--- src/tl_monitor_settings.svh ---
// TL-UL link monitor settings.
// Field widths of the tapped link and the size of the event counters.

`ifndef TL_MONITOR_SETTINGS_SVH
`define TL_MONITOR_SETTINGS_SVH

// Field widths of the tapped link.
`define TL_ADDR_WIDTH   32
`define TL_DATA_WIDTH   32
`define TL_SOURCE_WIDTH 4
`define TL_SINK_WIDTH   1
`define TL_SIZE_WIDTH   2

// Both the A and the D channel carry a 3-bit opcode.
`define TL_OPCODE_WIDTH 3

// Each event counter saturates at its all-ones value.
`define TL_COUNT_WIDTH  16

// Compared fields of one beat, packed as {opcode, size, source, address, data} on A
// and as {opcode, size, source, sink, data} on D.
`define TL_A_BEAT_WIDTH (`TL_OPCODE_WIDTH + `TL_SIZE_WIDTH + `TL_SOURCE_WIDTH + \
                         `TL_ADDR_WIDTH + `TL_DATA_WIDTH)
`define TL_D_BEAT_WIDTH (`TL_OPCODE_WIDTH + `TL_SIZE_WIDTH + `TL_SOURCE_WIDTH + \
                         `TL_SINK_WIDTH + `TL_DATA_WIDTH)

`endif
--- src/tl_cover_pkg.sv ---
// Link-event types of the TL-UL monitor.
// One enum value per counted event, which also indexes the counters.

package tl_cover_pkg;

  // Number of counted events and width of the event flag vector.
  localparam int unsigned TL_NUM_EVENTS = 14;

  typedef enum logic [3:0] {
    // Channel A.
    EV_A_BACK_TO_BACK     = 4'd0,
    EV_A_WITHDRAWN        = 4'd1,
    EV_A_OPCODE_REPEAT    = 4'd2,
    EV_A_SOURCE_REPEAT    = 4'd3,
    EV_A_CHANGED_DECLINED = 4'd4,
    EV_A_CORRUPT          = 4'd5,
    // Channel D.
    EV_D_BACK_TO_BACK     = 4'd6,
    EV_D_WITHDRAWN        = 4'd7,
    EV_D_OPCODE_REPEAT    = 4'd8,
    EV_D_SOURCE_REPEAT    = 4'd9,
    EV_D_CHANGED_DECLINED = 4'd10,
    EV_D_CORRUPT          = 4'd11,
    EV_D_DENIED           = 4'd12,
    // A and D accepted in the same cycle.
    EV_SIMULTANEOUS       = 4'd13
  } tl_event_e;

endpackage

--- src/tl_msg_pkg.sv ---
// TL-UL message types.
// Opcode encodings of the A and D channels as the TileLink spec defines them.

`include "tl_monitor_settings.svh"

package tl_msg_pkg;

  // Requests on channel A.
  // Only the uncached subset is listed, so the atomic and hint
  // opcodes of TL-UH are not part of this type.
  typedef enum logic [`TL_OPCODE_WIDTH-1:0] {
    // Write of a full, naturally aligned block.
    PutFullData    = 3'h0,
    // Write with a byte mask. The mask itself is not tapped.
    PutPartialData = 3'h1,
    // Read request.
    Get            = 3'h4
  } tl_a_opcode_e;

  // Responses on channel D.
  // Every request on A is answered by exactly one of these.
  typedef enum logic [`TL_OPCODE_WIDTH-1:0] {
    // Answer to a Put, carries no data.
    AccessAck     = 3'h0,
    // Answer to a Get, carries the read data.
    AccessAckData = 3'h1
  } tl_d_opcode_e;

endpackage

--- src/tl_link_monitor.sv ---
// Passive TL-UL link-event monitor.
// Taps channels A and D and counts protocol-coverage events in three stages.

`timescale 1ns/1ns

`include "tl_monitor_settings.svh"

module tl_link_monitor (
  input  logic                          clk_i,
  input  logic                          arst_n,
  // Channel A tap.
  input  logic                          a_valid,
  input  logic                          a_ready,
  input  tl_msg_pkg::tl_a_opcode_e      a_opcode,
  input  logic [`TL_SIZE_WIDTH-1:0]     a_size,
  input  logic [`TL_SOURCE_WIDTH-1:0]   a_source,
  input  logic [`TL_ADDR_WIDTH-1:0]     a_address,
  input  logic [`TL_DATA_WIDTH-1:0]     a_data,
  input  logic                          a_corrupt,
  // Channel D tap.
  input  logic                          d_valid,
  input  logic                          d_ready,
  input  tl_msg_pkg::tl_d_opcode_e      d_opcode,
  input  logic [`TL_SIZE_WIDTH-1:0]     d_size,
  input  logic [`TL_SOURCE_WIDTH-1:0]   d_source,
  input  logic [`TL_SINK_WIDTH-1:0]     d_sink,
  input  logic [`TL_DATA_WIDTH-1:0]     d_data,
  input  logic                          d_corrupt,
  input  logic                          d_denied,
  // Counter control and readout.
  input  logic                          clear,
  input  tl_cover_pkg::tl_event_e       event_sel,
  output logic [`TL_COUNT_WIDTH-1:0]    event_count
);

  import tl_msg_pkg::*;
  import tl_cover_pkg::*;

  // Stage 1 to stage 2.
  logic                        cap_a_valid;
  logic                        cap_a_accept;
  tl_a_opcode_e                cap_a_opcode;
  logic [`TL_SIZE_WIDTH-1:0]   cap_a_size;
  logic [`TL_SOURCE_WIDTH-1:0] cap_a_source;
  logic [`TL_ADDR_WIDTH-1:0]   cap_a_address;
  logic [`TL_DATA_WIDTH-1:0]   cap_a_data;
  logic                        cap_a_corrupt;
  logic                        cap_d_valid;
  logic                        cap_d_accept;
  tl_d_opcode_e                cap_d_opcode;
  logic [`TL_SIZE_WIDTH-1:0]   cap_d_size;
  logic [`TL_SOURCE_WIDTH-1:0] cap_d_source;
  logic [`TL_SINK_WIDTH-1:0]   cap_d_sink;
  logic [`TL_DATA_WIDTH-1:0]   cap_d_data;
  logic                        cap_d_corrupt;
  logic                        cap_d_denied;

  // Stage 2 to stage 3.
  logic event_flags [TL_NUM_EVENTS];

  // Every wire above carries the port name of both ends, so the stages connect by name.
  tl_tap_capture tl_tap_capture_i (.*);

  tl_beat_history tl_beat_history_i (.*);

  tl_event_counter tl_event_counter_i (.*);

endmodule

--- src/tl_event_counter.sv ---
// TL-UL monitor stage 3.
// Saturating per-event counters with a clear pulse and a selected readout.

`timescale 1ns/1ns

`include "tl_monitor_settings.svh"

module tl_event_counter (
  input  logic                        clk_i,
  input  logic                        arst_n,
  input  logic                        event_flags [tl_cover_pkg::TL_NUM_EVENTS],
  input  logic                        clear,
  input  tl_cover_pkg::tl_event_e     event_sel,
  output logic [`TL_COUNT_WIDTH-1:0]  event_count
);

  import tl_cover_pkg::*;

  logic [`TL_COUNT_WIDTH-1:0] counters     [TL_NUM_EVENTS];
  logic [`TL_COUNT_WIDTH-1:0] counter_next [TL_NUM_EVENTS];
  logic [TL_NUM_EVENTS-1:0]   counter_full;

  // A full counter ignores further flags of its event.
  always_comb begin
    for (int i = 0; i < TL_NUM_EVENTS; i++) begin
      counter_full[i] = &counters[i];
    end
  end

  // Clear wins over any increment in the same cycle.
  always_comb begin
    for (int i = 0; i < TL_NUM_EVENTS; i++) begin
      if (clear) begin
        counter_next[i] = '0;
      end else if (event_flags[i] && !counter_full[i]) begin
        counter_next[i] = counters[i] + 1'b1;
      end else begin
        counter_next[i] = counters[i];
      end
    end
  end

  always_ff @(posedge clk_i or negedge arst_n) begin
    if (!arst_n) begin
      counters <= '{default: '0};
    end else begin
      counters <= counter_next;
    end
  end

  // Readout is a plain mux. The two unused codes of the event enum read zero.
  always_comb begin
    if (event_sel < TL_NUM_EVENTS) begin
      event_count = counters[event_sel];
    end else begin
      event_count = '0;
    end
  end

endmodule

--- src/tl_beat_history.sv ---
// TL-UL monitor stage 2.
// Tracks per-channel beat history and raises one registered flag per link event.

`timescale 1ns/1ns

`include "tl_monitor_settings.svh"

module tl_beat_history (
  input  logic                          clk_i,
  input  logic                          arst_n,
  input  logic                          cap_a_valid,
  input  logic                          cap_a_accept,
  input  tl_msg_pkg::tl_a_opcode_e      cap_a_opcode,
  input  logic [`TL_SIZE_WIDTH-1:0]     cap_a_size,
  input  logic [`TL_SOURCE_WIDTH-1:0]   cap_a_source,
  input  logic [`TL_ADDR_WIDTH-1:0]     cap_a_address,
  input  logic [`TL_DATA_WIDTH-1:0]     cap_a_data,
  input  logic                          cap_a_corrupt,
  input  logic                          cap_d_valid,
  input  logic                          cap_d_accept,
  input  tl_msg_pkg::tl_d_opcode_e      cap_d_opcode,
  input  logic [`TL_SIZE_WIDTH-1:0]     cap_d_size,
  input  logic [`TL_SOURCE_WIDTH-1:0]   cap_d_source,
  input  logic [`TL_SINK_WIDTH-1:0]     cap_d_sink,
  input  logic [`TL_DATA_WIDTH-1:0]     cap_d_data,
  input  logic                          cap_d_corrupt,
  input  logic                          cap_d_denied,
  output logic                          event_flags [tl_cover_pkg::TL_NUM_EVENTS]
);

  import tl_cover_pkg::*;

  // Current beats, packed so that one rule updates every compared field.
  logic [`TL_A_BEAT_WIDTH-1:0] a_beat;
  logic [`TL_D_BEAT_WIDTH-1:0] d_beat;

  // Handshake of the previous cycle.
  logic a_prev_valid;
  logic a_prev_accept;
  logic d_prev_valid;
  logic d_prev_accept;

  // Last accepted beat and whether any beat was accepted since reset.
  logic                        a_acc_seen;
  logic                        d_acc_seen;
  logic [`TL_A_BEAT_WIDTH-1:0] a_acc_beat;
  logic [`TL_D_BEAT_WIDTH-1:0] d_acc_beat;
  logic [`TL_OPCODE_WIDTH-1:0] a_acc_opcode;
  logic [`TL_OPCODE_WIDTH-1:0] d_acc_opcode;
  logic [`TL_SOURCE_WIDTH-1:0] a_acc_source;
  logic [`TL_SOURCE_WIDTH-1:0] d_acc_source;

  // Last valid beat, flagged when it was declined.
  logic                        a_last_declined;
  logic                        d_last_declined;
  logic [`TL_A_BEAT_WIDTH-1:0] a_last_beat;
  logic [`TL_D_BEAT_WIDTH-1:0] d_last_beat;

  assign a_beat = {cap_a_opcode, cap_a_size, cap_a_source, cap_a_address, cap_a_data};
  assign d_beat = {cap_d_opcode, cap_d_size, cap_d_source, cap_d_sink, cap_d_data};

  // Opcode sits at the top of a beat, source just above address or sink.
  assign a_acc_opcode = a_acc_beat[`TL_A_BEAT_WIDTH-1 -: `TL_OPCODE_WIDTH];
  assign d_acc_opcode = d_acc_beat[`TL_D_BEAT_WIDTH-1 -: `TL_OPCODE_WIDTH];
  assign a_acc_source = a_acc_beat[`TL_ADDR_WIDTH + `TL_DATA_WIDTH +: `TL_SOURCE_WIDTH];
  assign d_acc_source = d_acc_beat[`TL_SINK_WIDTH + `TL_DATA_WIDTH +: `TL_SOURCE_WIDTH];

  always_ff @(posedge clk_i or negedge arst_n) begin
    if (!arst_n) begin
      a_prev_valid    <= 1'b0;
      a_prev_accept   <= 1'b0;
      d_prev_valid    <= 1'b0;
      d_prev_accept   <= 1'b0;
      a_acc_seen      <= 1'b0;
      d_acc_seen      <= 1'b0;
      a_last_declined <= 1'b0;
      d_last_declined <= 1'b0;
    end else begin
      a_prev_valid  <= cap_a_valid;
      a_prev_accept <= cap_a_accept;
      d_prev_valid  <= cap_d_valid;
      d_prev_accept <= cap_d_accept;
      if (cap_a_valid) begin
        a_acc_seen      <= a_acc_seen || cap_a_accept;
        a_last_declined <= !cap_a_accept;
      end
      if (cap_d_valid) begin
        d_acc_seen      <= d_acc_seen || cap_d_accept;
        d_last_declined <= !cap_d_accept;
      end
    end
  end

  // Every valid beat becomes the last beat; an accepted one also the accepted beat.
  always_ff @(posedge clk_i) begin
    if (cap_a_valid) a_last_beat <= a_beat;
    if (cap_a_accept) a_acc_beat <= a_beat;
    if (cap_d_valid) d_last_beat <= d_beat;
    if (cap_d_accept) d_acc_beat <= d_beat;
  end

  always_ff @(posedge clk_i or negedge arst_n) begin
    if (!arst_n) begin
      event_flags <= '{default: 1'b0};
    end else begin
      event_flags[EV_A_BACK_TO_BACK]     <= a_prev_accept && cap_a_valid;
      event_flags[EV_A_WITHDRAWN]        <= a_prev_valid && !a_prev_accept && !cap_a_valid;
      event_flags[EV_A_OPCODE_REPEAT]    <= cap_a_valid && a_acc_seen &&
                                            (cap_a_opcode == a_acc_opcode);
      event_flags[EV_A_SOURCE_REPEAT]    <= cap_a_valid && a_acc_seen &&
                                            (cap_a_source == a_acc_source);
      event_flags[EV_A_CHANGED_DECLINED] <= cap_a_valid && a_last_declined &&
                                            (a_beat != a_last_beat);
      event_flags[EV_A_CORRUPT]          <= cap_a_valid && cap_a_corrupt;
      event_flags[EV_D_BACK_TO_BACK]     <= d_prev_accept && cap_d_valid;
      event_flags[EV_D_WITHDRAWN]        <= d_prev_valid && !d_prev_accept && !cap_d_valid;
      event_flags[EV_D_OPCODE_REPEAT]    <= cap_d_valid && d_acc_seen &&
                                            (cap_d_opcode == d_acc_opcode);
      event_flags[EV_D_SOURCE_REPEAT]    <= cap_d_valid && d_acc_seen &&
                                            (cap_d_source == d_acc_source);
      event_flags[EV_D_CHANGED_DECLINED] <= cap_d_valid && d_last_declined &&
                                            (d_beat != d_last_beat);
      event_flags[EV_D_CORRUPT]          <= cap_d_valid && cap_d_corrupt;
      event_flags[EV_D_DENIED]           <= cap_d_valid && cap_d_denied;
      event_flags[EV_SIMULTANEOUS]       <= cap_a_accept && cap_d_accept;
    end
  end

endmodule

--- src/tl_tap_capture.sv ---
// TL-UL monitor stage 1.
// Registers the tapped A and D channels and forms the accept strobes.

`timescale 1ns/1ns

`include "tl_monitor_settings.svh"

module tl_tap_capture (
  input  logic                          clk_i,
  input  logic                          arst_n,
  // Channel A tap.
  input  logic                          a_valid,
  input  logic                          a_ready,
  input  tl_msg_pkg::tl_a_opcode_e      a_opcode,
  input  logic [`TL_SIZE_WIDTH-1:0]     a_size,
  input  logic [`TL_SOURCE_WIDTH-1:0]   a_source,
  input  logic [`TL_ADDR_WIDTH-1:0]     a_address,
  input  logic [`TL_DATA_WIDTH-1:0]     a_data,
  input  logic                          a_corrupt,
  // Channel D tap.
  input  logic                          d_valid,
  input  logic                          d_ready,
  input  tl_msg_pkg::tl_d_opcode_e      d_opcode,
  input  logic [`TL_SIZE_WIDTH-1:0]     d_size,
  input  logic [`TL_SOURCE_WIDTH-1:0]   d_source,
  input  logic [`TL_SINK_WIDTH-1:0]     d_sink,
  input  logic [`TL_DATA_WIDTH-1:0]     d_data,
  input  logic                          d_corrupt,
  input  logic                          d_denied,
  // Registered channel A.
  output logic                          cap_a_valid,
  output logic                          cap_a_accept,
  output tl_msg_pkg::tl_a_opcode_e      cap_a_opcode,
  output logic [`TL_SIZE_WIDTH-1:0]     cap_a_size,
  output logic [`TL_SOURCE_WIDTH-1:0]   cap_a_source,
  output logic [`TL_ADDR_WIDTH-1:0]     cap_a_address,
  output logic [`TL_DATA_WIDTH-1:0]     cap_a_data,
  output logic                          cap_a_corrupt,
  // Registered channel D.
  output logic                          cap_d_valid,
  output logic                          cap_d_accept,
  output tl_msg_pkg::tl_d_opcode_e      cap_d_opcode,
  output logic [`TL_SIZE_WIDTH-1:0]     cap_d_size,
  output logic [`TL_SOURCE_WIDTH-1:0]   cap_d_source,
  output logic [`TL_SINK_WIDTH-1:0]     cap_d_sink,
  output logic [`TL_DATA_WIDTH-1:0]     cap_d_data,
  output logic                          cap_d_corrupt,
  output logic                          cap_d_denied
);

  // Handshake state. A ready without valid is not a transfer, so the
  // accept strobe is qualified here once for all later stages.
  always_ff @(posedge clk_i or negedge arst_n) begin
    if (!arst_n) begin
      cap_a_valid  <= 1'b0;
      cap_a_accept <= 1'b0;
      cap_d_valid  <= 1'b0;
      cap_d_accept <= 1'b0;
    end else begin
      cap_a_valid  <= a_valid;
      cap_a_accept <= a_valid && a_ready;
      cap_d_valid  <= d_valid;
      cap_d_accept <= d_valid && d_ready;
    end
  end

  // Payload follows the link only while the channel is valid.
  // Idle cycles keep the last beat in place.
  always_ff @(posedge clk_i) begin
    if (a_valid) begin
      cap_a_opcode  <= a_opcode;
      cap_a_size    <= a_size;
      cap_a_source  <= a_source;
      cap_a_address <= a_address;
      cap_a_data    <= a_data;
      cap_a_corrupt <= a_corrupt;
    end
    if (d_valid) begin
      cap_d_opcode  <= d_opcode;
      cap_d_size    <= d_size;
      cap_d_source  <= d_source;
      cap_d_sink    <= d_sink;
      cap_d_data    <= d_data;
      cap_d_corrupt <= d_corrupt;
      cap_d_denied  <= d_denied;
    end
  end

endmodule

--- config.mk ---
export PLATFORM = sky130hd
export DESIGN_NAME = tl_link_monitor
export DESIGN_NICKNAME = d
export VERILOG_FILES = /design/src/tl_cover_pkg.sv /design/src/tl_msg_pkg.sv /design/src/tl_link_monitor.sv /design/src/tl_event_counter.sv /design/src/tl_beat_history.sv /design/src/tl_tap_capture.sv
export VERILOG_INCLUDE_DIRS = /design/src /design/src/src
export SDC_FILE = /design/constraint.sdc
export NUM_CORES = 1
export LEC_CHECK = 0
export ABC_AREA = 1
export BUFFER_PORTS_ARGS = -buffer_cell sky130_fd_sc_hd__buf_2
export CAP_MARGIN = 20
export CORE_ASPECT_RATIO = 1.1
export CORE_MARGIN = 8
export CORE_UTILIZATION = 55
export CTS_CLUSTER_DIAMETER = 30
export CTS_CLUSTER_SIZE = 8
export DETAILED_ROUTE_END_ITERATION = 8
export GPL_ROUTABILITY_DRIVEN = 0
export HOLD_SLACK_MARGIN = 0.03
export PLACE_DENSITY = 0.76
export SKIP_CTS_REPAIR_TIMING = 1
export SYNTH_ARGS = -nofsm -noshare
export SYNTH_HDL_FRONTEND = slang
export SYNTH_SLANG_ARGS = --single-unit
--- constraint.sdc ---
create_clock -name clk_i -period 2.65 [get_ports clk_i]
set_input_delay 0.3975 -clock clk_i [delete_from_list [all_inputs] [get_ports clk_i]]
set_output_delay 0.3975 -clock clk_i [all_outputs]
set_load 0.01 [all_outputs]
==> metrics.txt, run 1 <==
critical path's largest stage delay=0.41 ns; Synth Instances=2841; top-count cell post-synth=nand2_1; DR iter-0 viols=2279; later-pin clock latency in the skew report=0.62 ns; post-synth top area share=0.292; die area=53400 um2; Worst path slowest cell=dfrtp_1; area grow syn2layout=23.5%; CTS clk-pin slew, worst paths=0.04 ns; WP data required=2.25 ns; Slew HR=0.553; IO Pins=145; largest cells by area after synthesis=edfxtp_1 (29%), dfrtp_1 (25%), nand2_1 (8.7%); clk buf depth=3; multiplexer share of the synthesized area=0; hold_ws=0.229 ns; crit end category=primary output; Synth top cells by count=nand2_1 (591), nor2_1 (322), inv_1 (285); average size of a mapped cell=8.95 um2; adder-cell share of the synthesized area=0.00689; CP Launch Type=flip-flop; CP Class=flip-flop to primary output; Synth Register Bits=497; Rows=82; Initial Util=0.557; initial antenna violation count=0; outcome=complete, no violations; WP data arrival=2.18 ns; Die Wd=221 um; Buffers & Inverters on Critical Path=2; final wirelength=69.9 mm; grt total ovfl=0; fmax=388 MHz; die extent in y=241 um; layout cells sized above 1=0.138; area of the mapped netlist=25400 um2; top_reg_cell synth=dfrtp_1; worst path cell trace=inv_1, nand2_1, o21ai_0, o21ai_0, a21oi_1, o21ai_0, buf_2; clock skew=0.0214 ns; H-tree lvl count=3; RSZ-0062 raised after global routing=false; post-synthesis simple-gate area fraction=0.238; actual slew at the worst max-slew pin=0.670 ns; total track usage=0.240; clock root cell=clkbuf_16; count of cell types in the netlist=46; number of global-route vias before repair=20.7k; yosys synthesis warning count=0; fin. max-slew vios=0; sequential share of the synthesized area=0.538; worst-path fanout max=5; total number of vias=21.6k; Worst Hold Class=primary input to flip-flop; # DRC=0; largest net degree at the start of global routing=94; Post-synth EDFFs=247; max_cap viols=0; # diodes=0; pwr/cell area=732 nW/um2; setup_tns=0 ns; CTS tree=yes; clk sink count=497; Final Cycle Share=0.973; Nets=3295; xor/xnor share of the synthesized area=0.0556; dpl hpwl=45.4 mm; P_leak=13.0 nW; Hold Vio Cnt, Final=0; fraction of registers with async set or reset after synthesis=0.503; combinational family with the most area after synthesis=simple AND/OR/NAND/NOR gates; first-pass GRT wire length=105 mm; syn nets=2984; Synth Area in Compound Gates=0.0965; TritonRoute pass-1 iters=8; delay-heaviest family, CP=compound AO/OA/AOI/OAI gates; wire per inst=18.3 um; Setup violations, final=0; Detail Route Antenna Nets=0; core area=45700 um2; Final Critical Period=2.58 ns; CTS Buf Count=101; peak supply drop=0.796 mV; CP dominant cell by count=o21ai_0; cell taking the most area after synthesis=edfxtp_1; port bufs=144; Vias/cell=5.67
[layout make-up]
type	count	area [um2]
fill	3310	14300
tap	588	736
timing repair buffer	293	2280
clock inverter	51	676
sequential	497	13700
clock buffer	126	2740
inverter	308	1190
multi-input combinational	1951	10100
[where the power goes]
part           switching (mW)  internal (mW)  total [mW]
clock                    4.11           8.52        12.6
sequential              0.288           8.58        8.87
combinational           0.894          0.599        1.49
[stage by stage]
step	util	instance area (um2)	setup slack (ns)	std cells	power [mW]
2_1_floorplan	-	25400	0.0184	2841	9.72
3_3_place_gp	0.586	26800	0.322	3516	10.2
3_5_place_dp	0.586	26800	0.254	3516	10.3
4_1_cts	0.661	30200	0.126	3693	22.9
5_1_grt	0.688	31400	0.0124	3814	23.7
6_report	0.688	31400	0.0711	3814	23.0
[routing by layer]
| layer | global-route usage | routed length (um) | vias to the layer above |
|---|---|---|---|
| li1 | - | - | 10100 |
| met1 | 0.295 | 26900 | 10300 |
| met2 | 0.392 | 34100 | 1033 |
| met3 | 0.0542 | 5550 | 220 |
| met4 | 0.139 | 3290 | 0 |
| met5 | 0 | 0 | - |
[cells by family after synthesis]
group / count (synthesis)
flops: 497
simple gates: 1326
fa+ha+maj: 14
xor+xnor: 158
buf+inv: 393
compound gates: 453
[tightest hold or removal path, stage by stage]
cell and delay, ns:
buf_4 0.11, inv_4 0.15, nand2_1 0.11, nor2_1 0.03
[flip-flops by register name (all words and copies together) (netlist names), 2 cells and up]
| register | cells |
|---|---|
| tl_tap_capture_i.cap_d_source | 4 |
| tl_tap_capture_i.cap_d_opcode | 3 |
| tl_tap_capture_i.cap_a_source | 4 |
| tl_event_counter_i.counters | 224 |
| tl_tap_capture_i.cap_d_data | 32 |
| tl_beat_history_i.a_last_beat | 73 |
| tl_beat_history_i.d_last_beat | 42 |
| tl_beat_history_i.d_acc_beat | 7 |
| tl_tap_capture_i.cap_a_size | 2 |
| tl_beat_history_i.event_flags | 14 |
| tl_beat_history_i.a_acc_beat | 7 |
| tl_tap_capture_i.cap_a_opcode | 3 |
| tl_tap_capture_i.cap_a_data | 32 |
| tl_tap_capture_i.cap_a_address | 32 |
| tl_tap_capture_i.cap_d_size | 2 |
[final timing paths]
check / cells after the start / slack, ns / end / start
max: 7 / 0.07 / event_count[6] / tl_event_counter_i.counters[70]
min: 4 / 0.23 / tl_event_counter_i.counters[69] / clear
max reg2reg: 10 / 0.56 / tl_event_counter_i.counters[120] / tl_event_counter_i.counters[112]
min reg2reg: 1 / 0.43 / tl_beat_history_i.event_flags[6] / tl_beat_history_i.d_prev_accept
max in group asynchronous: 3 / 1.51 / tl_event_counter_i.counters[70] / arst_n
min in group asynchronous: 2 / 0.36 / tl_event_counter_i.counters[133] / arst_n
[layout by cell type (no fill, tap or decap), types with 8 or more instances in the layout]
master / netlist / layout
inv_1: 285 / 285
nand3_2: 14 / 14
clkinv_2: 0 / 14
o21ai_0: 213 / 212
bufinv_16: 0 / 13
inv_4: 7 / 8
buf_2: 27 / 141
nand2_1: 591 / 591
clkbuf_8: 0 / 10
nor4_1: 10 / 10
clkbuf_16: 0 / 102
o21ai_1: 20 / 21
o31ai_1: 45 / 45
nor3_4: 12 / 12
dfrtp_1: 250 / 248
nor3b_1: 18 / 18
nor2_1: 322 / 322
inv_2: 14 / 13
nor3_1: 100 / 100
clkbuf_1: 33 / 14
dlygate4sd3_1: 0 / 121
a21oi_1: 152 / 152
buf_12: 0 / 10
nand4_1: 32 / 32
xnor2_1: 97 / 97
nand3_1: 169 / 169
xor2_1: 57 / 57
buf_4: 5 / 20
edfxtp_1: 247 / 247
ha_1: 14 / 14
clkinvlp_4: 0 / 8
nand2_2: 16 / 16
Note: power is estimated with default switching activity, not from simulation.
==> run 2: changes to the inputs <==
==> constraint.sdc (replaced) <==
create_clock -name clk_i -period 2.65 [get_ports clk_i]
set_input_delay 0.53 -clock clk_i [delete_from_list [all_inputs] [get_ports clk_i]]
set_output_delay 0.53 -clock clk_i [all_outputs]
set_load 0.01 [all_outputs]
==> metrics.txt, run 2 (synthesized netlist as in run 1, its figures left out) <==
layout cells sized above 1=0.150 (+0.0120); Post-DP Area=26800 um2 (+0.15%); clock skew=0.0178 ns (-0.00353 ns); Rows=82 (unchanged); Initial Util=0.557 (unchanged); Detail Route Antenna Nets=0 (unchanged); hold_sp=a_address[31]; number of global-route vias before repair=20.7k (+0.20%); max layer used=met4; initial antenna violation count=2 (+2); Nets=3189 (-3.2%); IO Pins=145 (unchanged); peak supply drop=0.804 mV (+1.0%); Vias/cell=5.60 (-1.2%); worst-path fanout max=5 (unchanged); share of total power in combinational logic=0.056 (-0.009); most frequent cells in the layout=nand2_1 (591), nor2_1 (322), inv_1 (285), edfxtp_1 (247), dfrtp_1 (247); Setup crit start=tl_event_counter_i.counters[25]; clock network fraction of design power=0.562 (+0.013); Worst R2R Start=tl_event_counter_i.counters[113]; Largest Register=tl_event_counter_i.counters; non-filler cells, final=3717 (-2.5%); Worst Hold Class=primary input to flip-flop; Placed Instances=3523 (+0.20%); met2 wire len=30.1 mm (-12%); Sequential Power Share=0.381 (-0.005); outcome=complete, no violations; clock root cell=clkbuf_16; TritonRoute pass-1 iters=6 (-2); first-pass GRT wire length=104 mm (-0.90%); max_cap viols=0 (unchanged); area grow syn2layout=19.8%; Slew HR=0.549 (-0.00384); WP data arrival=2.08 ns (-0.10 ns); RSZ-0062 raised after global routing=false; most common cell after layout, fill and taps aside=nand2_1; worst slack, placed=0.131 ns (-0.124 ns); # DRC=0 (unchanged); later-pin clock latency in the skew report=0.64 ns (+0.02 ns); grt total ovfl=0 (unchanged); P_leak=12.6 nW (-2.8%); clk buf depth=3 (unchanged); final instance area=30400 um2 (-3.1%); WP data required=2.12 ns (-0.13 ns); setup_tns=0 ns (unchanged); switching part of the total=0.226 (-0.00448); largest net degree at the start of global routing=94 (unchanged); final wirelength=64.3 mm (-7.9%); dpl hpwl=45.5 mm (+0.16%); core area=45700 um2 (unchanged); fmax=383 MHz (-1.3%); Final Critical Period=2.61 ns (+0.0348 ns); internal power=18.0 mW (+1.6%); CTS Buf Count=107 (+5.9%); CP Launch Type=flip-flop; fill count=3440 (+3.9%); total track usage=0.239 (-0.00121); CP Class=flip-flop to primary output; die extent in y=241 um (unchanged); fin. max-slew vios=0 (unchanged); CTS clk-pin slew, worst paths=0.05 ns (about the same); met1 WL=26.6 mm (-1.1%); number of flip-flops in the largest register=224 (unchanged); setup ws final=0.0363 ns (-0.0348 ns); Setup violations, final=0 (unchanged); Largest regs=tl_event_counter_i.counters x224, tl_beat_history_i.a_last_beat x73, tl_beat_history_i.d_last_beat x42; port bufs=144 (unchanged); Hold Vio Cnt, Final=0 (unchanged); Die Wd=221 um (unchanged); wire per inst=17.3 um (-5.5%); CTS tree=yes; actual slew at the worst max-slew pin=0.677 ns (+0.00650 ns); clk sink count=497 (unchanged); die area=53400 um2 (unchanged); Final Cycle Share=0.986 (+0.0132); NetSw=5.24 mW (-1.0%); H-tree lvl count=3 (unchanged); pwr/cell area=763 nW/um2 (+4.2%); total number of vias=20.8k (-3.7%); met3 WL=4.93 mm (-11%); DR iter-0 viols=2245 (-1.5%); crit end category=primary output
## run 2: cell count changes in the layout (fill, tap and decap cells not counted), moves of 6 or more
cell	previous run	this run
buf_4	20	29
o21ai_1	21	31
clkbuf_1	14	20
o21ai_0	212	201
dlygate4sd3_1	121	1
## run 2: final timing paths
kind | to | slack, ns | cells after the start
worst max-delay path | event_count[9] | 0.04 | 5
worst min-delay path | tl_tap_capture_i.cap_a_address[31] | 0.07 | 1
worst max register to register | tl_event_counter_i.counters[118] | 0.51 | 10
worst min register to register | tl_beat_history_i.event_flags[12] | 0.44 | 1
max in group asynchronous | tl_event_counter_i.counters[11] | 1.39 | 3
min in group asynchronous | tl_event_counter_i.counters[203] | 0.46 | 2
## run 2: worst max-delay path, stage by stage (launching register included)
cell and delay (ns):
dfrtp_1 0.44, o21ai_0 0.34, o21ai_0 0.15, a21oi_1 0.24, o21ai_1 0.12, buf_2 0.16
## run 2: per-layer routing
layer  up-vias  global-route usage
li1       9907                   -
met1      9819               0.305
met2       915               0.391
met3       183              0.0479
met4         0               0.119
met5         -                   0
## run 2: power by group through the flow
stage	clock network, mW	registers [mW]	logic [mW]
3_3_place_gp	0	8.94	1.25
6_report	13.1	8.85	1.31
3_5_place_dp	0	8.98	1.29
2_1_floorplan	0	8.90	0.821
5_1_grt	13.7	8.89	1.46
4_1_cts	13.2	8.86	1.31
## run 2: per-stage QoR
step | power [mW] | hold WS (ns) | utilization
after floorplan | 9.72 | 0.234 | -
after global routing | 24.0 | 0.0344 | 0.667
after detailed placement | 10.3 | 0.438 | 0.587
after global placement | 10.2 | 0.430 | 0.587
final | 23.2 | 0.0652 | 0.667
after CTS | 23.4 | -0.103 | 0.666
## run 2: cell type report
class / count / area, um2 / area share
Clock inverter: 50 / 654 / 0.0215
Timing Repair Buffer: 181 / 1130 / 0.0371
Antenna cell: 1 / 2.50 / 0.0000822
Inverter: 308 / 1190 / 0.0390
Sequential cell: 497 / 13700 / 0.449
Clock buffer: 141 / 2950 / 0.0968
Multi-Input combinational cell: 1951 / 10100 / 0.332
Tap cell: 588 / 736 / 0.0242
